### config.mk
export PLATFORM = sky130hd
export DESIGN_NAME = div_unit
export DESIGN_NICKNAME = d
export VERILOG_FILES = /design/src/hw/div_cfg_pkg.sv /design/src/hw/div_types_pkg.sv /design/src/hw/div_stage_if.sv /design/src/hw/div_operand_prep.sv /design/src/hw/div_stage.sv /design/src/hw/div_result_fixup.sv /design/src/hw/div_unit.sv
export SDC_FILE = /design/constraint.sdc
export NUM_CORES = 2
export LEC_CHECK = 0
export BUFFER_PORTS_ARGS = -buffer_cell sky130_fd_sc_hd__buf_2
export CORE_MARGIN = 2
export CORE_UTILIZATION = 55
export CTS_BUF_LIST = sky130_fd_sc_hd__clkbuf_4
export DETAILED_ROUTE_END_ITERATION = 16
export PLACE_DENSITY = 0.78
export SYNTH_ARGS = -nofsm -noshare
export SYNTH_HDL_FRONTEND = slang
export SYNTH_SLANG_ARGS = --single-unit
export TNS_END_PERCENT = 1
### constraint.sdc
create_clock -name clk -period 48.1 [get_ports clk]
set_input_delay 9.62 -clock clk [delete_from_list [all_inputs] [get_ports clk]]
set_output_delay 9.62 -clock clk [all_outputs]
set_load 0.02 [all_outputs]
### src/hw/div_cfg_pkg.sv
`default_nettype none

package div_cfg_pkg;

    // operand and result width
    localparam int data_width = 32;

    // quotient bits retired by each pipeline stage
    localparam int bits_per_stage = 4;

    // pipeline depth, one register rank per stage
    localparam int num_stages = data_width / bits_per_stage;

endpackage

`default_nettype wire

### src/hw/div_types_pkg.sv
`default_nettype none

package div_types_pkg;

    // encoding follows the low two funct3 bits of the riscv divide group
    typedef enum logic [1:0] {
        div_op_div  = 2'b00,  // signed quotient
        div_op_divu = 2'b01,  // unsigned quotient
        div_op_rem  = 2'b10,  // signed remainder
        div_op_remu = 2'b11   // unsigned remainder
    } div_op_e;

    // which half of the division result leaves the unit
    typedef enum logic {
        res_quotient  = 1'b0,
        res_remainder = 1'b1
    } res_sel_e;

endpackage

`default_nettype wire

### src/hw/div_stage_if.sv
`timescale 1ns/1ps
`default_nettype none

interface div_stage_if;
    import div_cfg_pkg::*;
    import div_types_pkg::*;

    logic                  valid;
    logic [data_width:0]   a;              // partial remainder, two's complement
    logic [data_width-1:0] q;              // dividend shifting out, quotient shifting in
    logic [data_width:0]   m;              // absolute divisor, zero extended
    logic                  neg_q;          // quotient needs negation
    logic                  neg_r;          // remainder needs negation
    logic                  div_zero;       // divisor was zero
    res_sel_e              sel;
    logic [data_width-1:0] orig_dividend;  // raw dividend for the div by zero remainder

    modport src (
        output valid, a, q, m,
        output neg_q, neg_r, div_zero, sel, orig_dividend
    );

    modport dst (
        input valid, a, q, m,
        input neg_q, neg_r, div_zero, sel, orig_dividend
    );

endinterface

`default_nettype wire

### src/hw/div_operand_prep.sv
`timescale 1ns/1ps
`default_nettype none

module div_operand_prep (
    input  logic                              in_valid,
    input  div_types_pkg::div_op_e            op,
    input  logic [div_cfg_pkg::data_width-1:0] dividend,
    input  logic [div_cfg_pkg::data_width-1:0] divisor,
    div_stage_if.src                          launch
);
    import div_cfg_pkg::*;
    import div_types_pkg::*;

    logic                  is_signed;
    logic                  sign_a;
    logic                  sign_b;
    logic [data_width-1:0] abs_a;
    logic [data_width-1:0] abs_b;

    assign is_signed = (op == div_op_div) || (op == div_op_rem);

    // operand signs only count for the signed ops
    assign sign_a = is_signed & dividend[data_width-1];
    assign sign_b = is_signed & divisor[data_width-1];

    // most negative value maps onto itself, still correct as unsigned magnitude
    assign abs_a = sign_a ? (~dividend + 1'b1) : dividend;
    assign abs_b = sign_b ? (~divisor + 1'b1) : divisor;

    assign launch.valid = in_valid;
    assign launch.a     = '0;               // partial remainder starts cleared
    assign launch.q     = abs_a;
    assign launch.m     = {1'b0, abs_b};

    assign launch.neg_q    = sign_a ^ sign_b;
    assign launch.neg_r    = sign_a;         // remainder follows the dividend sign
    assign launch.div_zero = (divisor == '0);

    assign launch.sel = ((op == div_op_rem) || (op == div_op_remu)) ? res_remainder
                                                                    : res_quotient;

    assign launch.orig_dividend = dividend;

endmodule

`default_nettype wire

### src/hw/div_stage.sv
`timescale 1ns/1ps
`default_nettype none

module div_stage (
    input  logic     clk,
    input  logic     rst_n,
    div_stage_if.dst up,
    div_stage_if.src dn
);
    import div_cfg_pkg::*;
    import div_types_pkg::*;

    logic [data_width:0]   a_nx;
    logic [data_width-1:0] q_nx;

    // bits_per_stage non-restoring steps, unrolled
    always_comb begin
        a_nx = up.a;
        q_nx = up.q;
        for (int i = 0; i < bits_per_stage; i++) begin
            logic a_neg;
            a_neg = a_nx[data_width];
            a_nx  = {a_nx[data_width-1:0], q_nx[data_width-1]};  // shift a,q left as a pair
            if (a_neg) begin
                a_nx = a_nx + up.m;
            end else begin
                a_nx = a_nx - up.m;
            end
            q_nx = {q_nx[data_width-2:0], ~a_nx[data_width]};   // quotient bit from new sign
        end
    end

    always_ff @(posedge clk or negedge rst_n) begin
        if (!rst_n) begin
            dn.valid         <= 1'b0;
            dn.a             <= '0;
            dn.q             <= '0;
            dn.m             <= '0;
            dn.neg_q         <= 1'b0;
            dn.neg_r         <= 1'b0;
            dn.div_zero      <= 1'b0;
            dn.sel           <= res_quotient;
            dn.orig_dividend <= '0;
        end else begin
            dn.valid         <= up.valid;
            dn.a             <= a_nx;
            dn.q             <= q_nx;
            dn.m             <= up.m;          // divisor rides along unchanged
            dn.neg_q         <= up.neg_q;
            dn.neg_r         <= up.neg_r;
            dn.div_zero      <= up.div_zero;
            dn.sel           <= up.sel;
            dn.orig_dividend <= up.orig_dividend;
        end
    end

endmodule

`default_nettype wire

### src/hw/div_result_fixup.sv
`timescale 1ns/1ps
`default_nettype none

module div_result_fixup (
    div_stage_if.dst                           tail,
    output logic                               out_valid,
    output logic [div_cfg_pkg::data_width-1:0] result
);
    import div_cfg_pkg::*;
    import div_types_pkg::*;

    logic [data_width-1:0] rem_abs;
    logic [data_width-1:0] quo_signed;
    logic [data_width-1:0] rem_signed;
    logic [data_width-1:0] quo_final;
    logic [data_width-1:0] rem_final;

    // last non-restoring step may leave a negative remainder
    assign rem_abs = tail.a[data_width] ? (tail.a[data_width-1:0] + tail.m[data_width-1:0])
                                        : tail.a[data_width-1:0];

    assign quo_signed = tail.neg_q ? (~tail.q + 1'b1) : tail.q;
    assign rem_signed = tail.neg_r ? (~rem_abs + 1'b1) : rem_abs;

    // riscv div by zero results
    assign quo_final = tail.div_zero ? '1 : quo_signed;
    assign rem_final = tail.div_zero ? tail.orig_dividend : rem_signed;

    assign out_valid = tail.valid;

    always_comb begin
        if (!tail.valid) begin
            result = '0;
        end else if (tail.sel == res_remainder) begin
            result = rem_final;
        end else begin
            result = quo_final;
        end
    end

endmodule

`default_nettype wire

### src/hw/div_unit.sv
`timescale 1ns/1ps
`default_nettype none

module div_unit (
    input  logic                               clk,
    input  logic                               rst_n,
    input  logic                               in_valid,
    input  div_types_pkg::div_op_e             op,
    input  logic [div_cfg_pkg::data_width-1:0] dividend,
    input  logic [div_cfg_pkg::data_width-1:0] divisor,
    output logic                               out_valid,
    output logic [div_cfg_pkg::data_width-1:0] result
);
    import div_cfg_pkg::*;

    // slot 0 is combinational from prep, slot k is stage k-1 registers
    div_stage_if slot [0:num_stages] ();

    div_operand_prep u_prep (
        .in_valid (in_valid),
        .op       (op),
        .dividend (dividend),
        .divisor  (divisor),
        .launch   (slot[0])
    );

    for (genvar g = 0; g < num_stages; g++) begin : gen_stage
        div_stage u_stage (
            .clk   (clk),
            .rst_n (rst_n),
            .up    (slot[g]),
            .dn    (slot[g+1])
        );
    end

    div_result_fixup u_fixup (
        .tail      (slot[num_stages]),
        .out_valid (out_valid),
        .result    (result)
    );

endmodule

`default_nettype wire

==> results.json <==
{
  "status": "complete, no violations",
  "fillers": 15060,
  "ys_types": 110,
  "critical_path_buf_inv_count": 3,
  "holdWs_ns": 0.2477,
  "hold_viol": 0,
  "track_usage_pct": 28.43,
  "firstDrtPassIters": 6,
  "grt_pass1_wl_mm": 410.7,
  "final_common_cell": "xnor2_1",
  "drc_errors": 0,
  "seq_area_frac_synth_pct": 27.98,
  "ys_ff_latch": 1065,
  "synthesis.nets": 12200,
  "grt_pass1_vias": 80350,
  "hpwl_mm": 204.3,
  "grtUsageMet3_pct": 3.658,
  "fmax_ghz": 0.03906,
  "cts_tree": "yes",
  "syn2layout_area_growth_pct": 6.540,
  "maxCapViolations": 0,
  "overflow": 0,
  "synth_edf_count": 0,
  "die-width_um": 420.2,
  "worstSkewPairLatency_ns": 1.29,
  "slew_headroom_pct": 17.57,
  "yosysWarnings": 0,
  "grt_max_degree": 206,
  "skew_ns": 0.1689,
  "cpMostUsedCell": "ha_1",
  "cpLargestDelayFamily": "compound AO/OA/AOI/OAI gates",
  "routabilityCongestion": 0.9576,
  "cts_resized": 0,
  "grt-busiest-layer": "met2",
  "hold_path_class": "flip-flop to flip-flop",
  "rsz0062_at_grt": "no",
  "rrSetupSlack_ns": 27.39,
  "avgSynthCellArea_um2": 8.608,
  "wl_mm": 255.0,
  "drt_iter0_markers": 5608,
  "crit_fanout": 29,
  "start_util_pct": 55.40,
  "clock_tree.root_cell": "clkbuf_4",
  "cts_buffers": 294,
  "io_buffer_count": 101,
  "antenna_found_initial": 7,
  "synthFlopType": "dfrtp_1",
  "drive_above_1_share_pct": 7.135,
  "viasPerCell": 5.917,
  "postRouteAntennaNets": 0,
  "worstMarginPinSlew_ns": 1.205,
  "drv_slew": 0,
  "fp-row-count": 152,
  "finalCritPeriodShare_pct": 53.22,
  "critPathKind": "primary input to flip-flop",
  "use_met2_pct": 50.89,
  "post_cts_buffers": 0,
  "required_ns": 49.26,
  "cp_data_arrival_time_ns": 26.76,
  "gr-usage-met1_pct": 34.02,
  "clock-sinks": 1065,
  "setup_tns_ns": 0,
  "slowest_stage": "nor2_1",
  "postSynthCellCount": 11070,
  "end_kind": "flip-flop",
  "cts_hold_buf": 0,
  "fin_crit_ns": 25.60,
  "layout_common_cells": "xnor2_1 (1,245), dfrtp_1 (1,064), nor2_1 (1,052)",
  "wl_per_cell_um": 18.65,
  "fin_nets": 12300,
  "setup_viol": 0,
  "dieArea_mm2": 0.1765,
  "htree_levels": 5,
  "cp_slowest_stage_delay_ns": 1.01,
  "io-pin-count": 102,
  "fin_util_pct": 59.03,
  "clockBufferDepth": 4,
  "async_flop_share_pct": 100.0,
  "startpoint_type": "primary input",
  "synth.cell_area_mm2": 0.09525,
  "die_height_um": 420.2,
  "clkTransAtPathRegs_ns": 0.07,
  "num_vias": 80900,
  "core_area_mm2": 0.1719
}
## path summary, 6_finish.rpt
check	cells after the start	endpoint	start
max	60	gen_stage[0].u_stage.dn.q[0]$_DFF_PN0_	dividend[17]
min	0	gen_stage[2].u_stage.dn.q[6]$_DFF_PN0_	gen_stage[1].u_stage.dn.q[2]$_DFF_PN0_
max reg2reg	65	gen_stage[1].u_stage.dn.a[29]$_DFF_PN0_	gen_stage[0].u_stage.dn.m[7]$_DFF_PN0_
min reg2reg	0	gen_stage[2].u_stage.dn.q[6]$_DFF_PN0_	gen_stage[1].u_stage.dn.q[2]$_DFF_PN0_
max in group asynchronous	5	gen_stage[7].u_stage.dn.q[3]$_DFF_PN0_	rst_n
min in group asynchronous	1	gen_stage[4].u_stage.dn.m[28]$_DFF_PN0_	rst_n
## through the flow
stage	cell area, µm²	setup slack, ns	std cells
6_report	101500	22.50	13670
5_1_grt	101500	21.27	13670
4_1_cts	101500	22.83	13660
3_5_place_dp	97850	21.57	13180
3_3_place_gp	97850	21.58	13180
2_1_floorplan	95250	25.14	11070
## cell type report
type / count / area (µm²) / share of cell area, %
diodes: 9 / 22.52 / 0.02219
clock buffers: 403 / 3025 / 2.981
well taps: 2310 / 2890 / 2.848
flip-flops and latches: 1065 / 26650 / 26.26
inverters: 382 / 1434 / 1.413
repair buffers: 181 / 1141 / 1.124
multi-input cells: 9241 / 65730 / 64.77
clock inverters: 81 / 585.6 / 0.5770
## flip-flops by register name, indices dropped and copies added, names as in the netlist
register	cells
gen_stage.u_stage.dn.neg_r	8
gen_stage.u_stage.dn.neg_q	8
gen_stage.u_stage.dn.div_zero	8
gen_stage.u_stage.dn.q	256
gen_stage.u_stage.dn.a	264
gen_stage.u_stage.dn.m	256
gen_stage.u_stage.dn.valid	8
gen_stage.u_stage.dn.sel	8
gen_stage.u_stage.dn.orig_dividend	249
## routing by layer
layer  vias up  part of all wire (%)
met2      2215                    50
met4         4                   4.4
met5         -                0.0078
met1     38730                    41
li1      39290                     -
met3       663                   4.3
## synth_stat cells, types with 32 or more instances
library cell	number	area share, %
a211oi_1	88	0.69
a21boi_0	32	0.25
a21o_1	514	4.1
a21oi_1	911	4.8
a31oi_1	95	0.62
and2_1	49	0.32
and3_1	104	0.68
buf_1	38	0.15
clkbuf_1	307	1.2
dfrtp_1	1065	28
fa_1	32	0.67
ha_1	1036	14
inv_1	371	1.5
nand2_1	828	3.3
nand2b_1	222	1.5
nand3_1	175	0.92
nand4_1	65	0.43
nor2_1	1052	4.1
nor2b_1	110	0.72
nor3_1	260	1.4
nor4_1	53	0.35
o211ai_1	56	0.44
o21a_1	144	1.1
o21ai_0	504	2.6
o21bai_1	161	1.3
o31ai_1	67	0.53
or2_2	50	0.33
or3_1	111	0.73
or4_1	41	0.32
xnor2_1	1248	11
xor2_1	704	6.5
## logic make-up (layout without fill, tap and decap cells)
family | Yosys count | count (layout) | share of synthesized area (%)
buffers and inverters | 760 | 1047 | 3.074
AND/OR/NAND/NOR | 3274 | 3274 | 16.54
adder cells (fa/ha/maj) | 1068 | 1068 | 14.28
other | 0 | 9 | 0
XOR/XNOR | 1967 | 1967 | 18.25
flip-flops | 1065 | 1065 | 27.98
multiplexers | 28 | 28 | 0.3126
AO/OA/AOI/OAI | 2904 | 2904 | 19.56
Power is not shown: default switching activity piles up to over one toggle a cycle in this logic, so the estimate is an artifact.
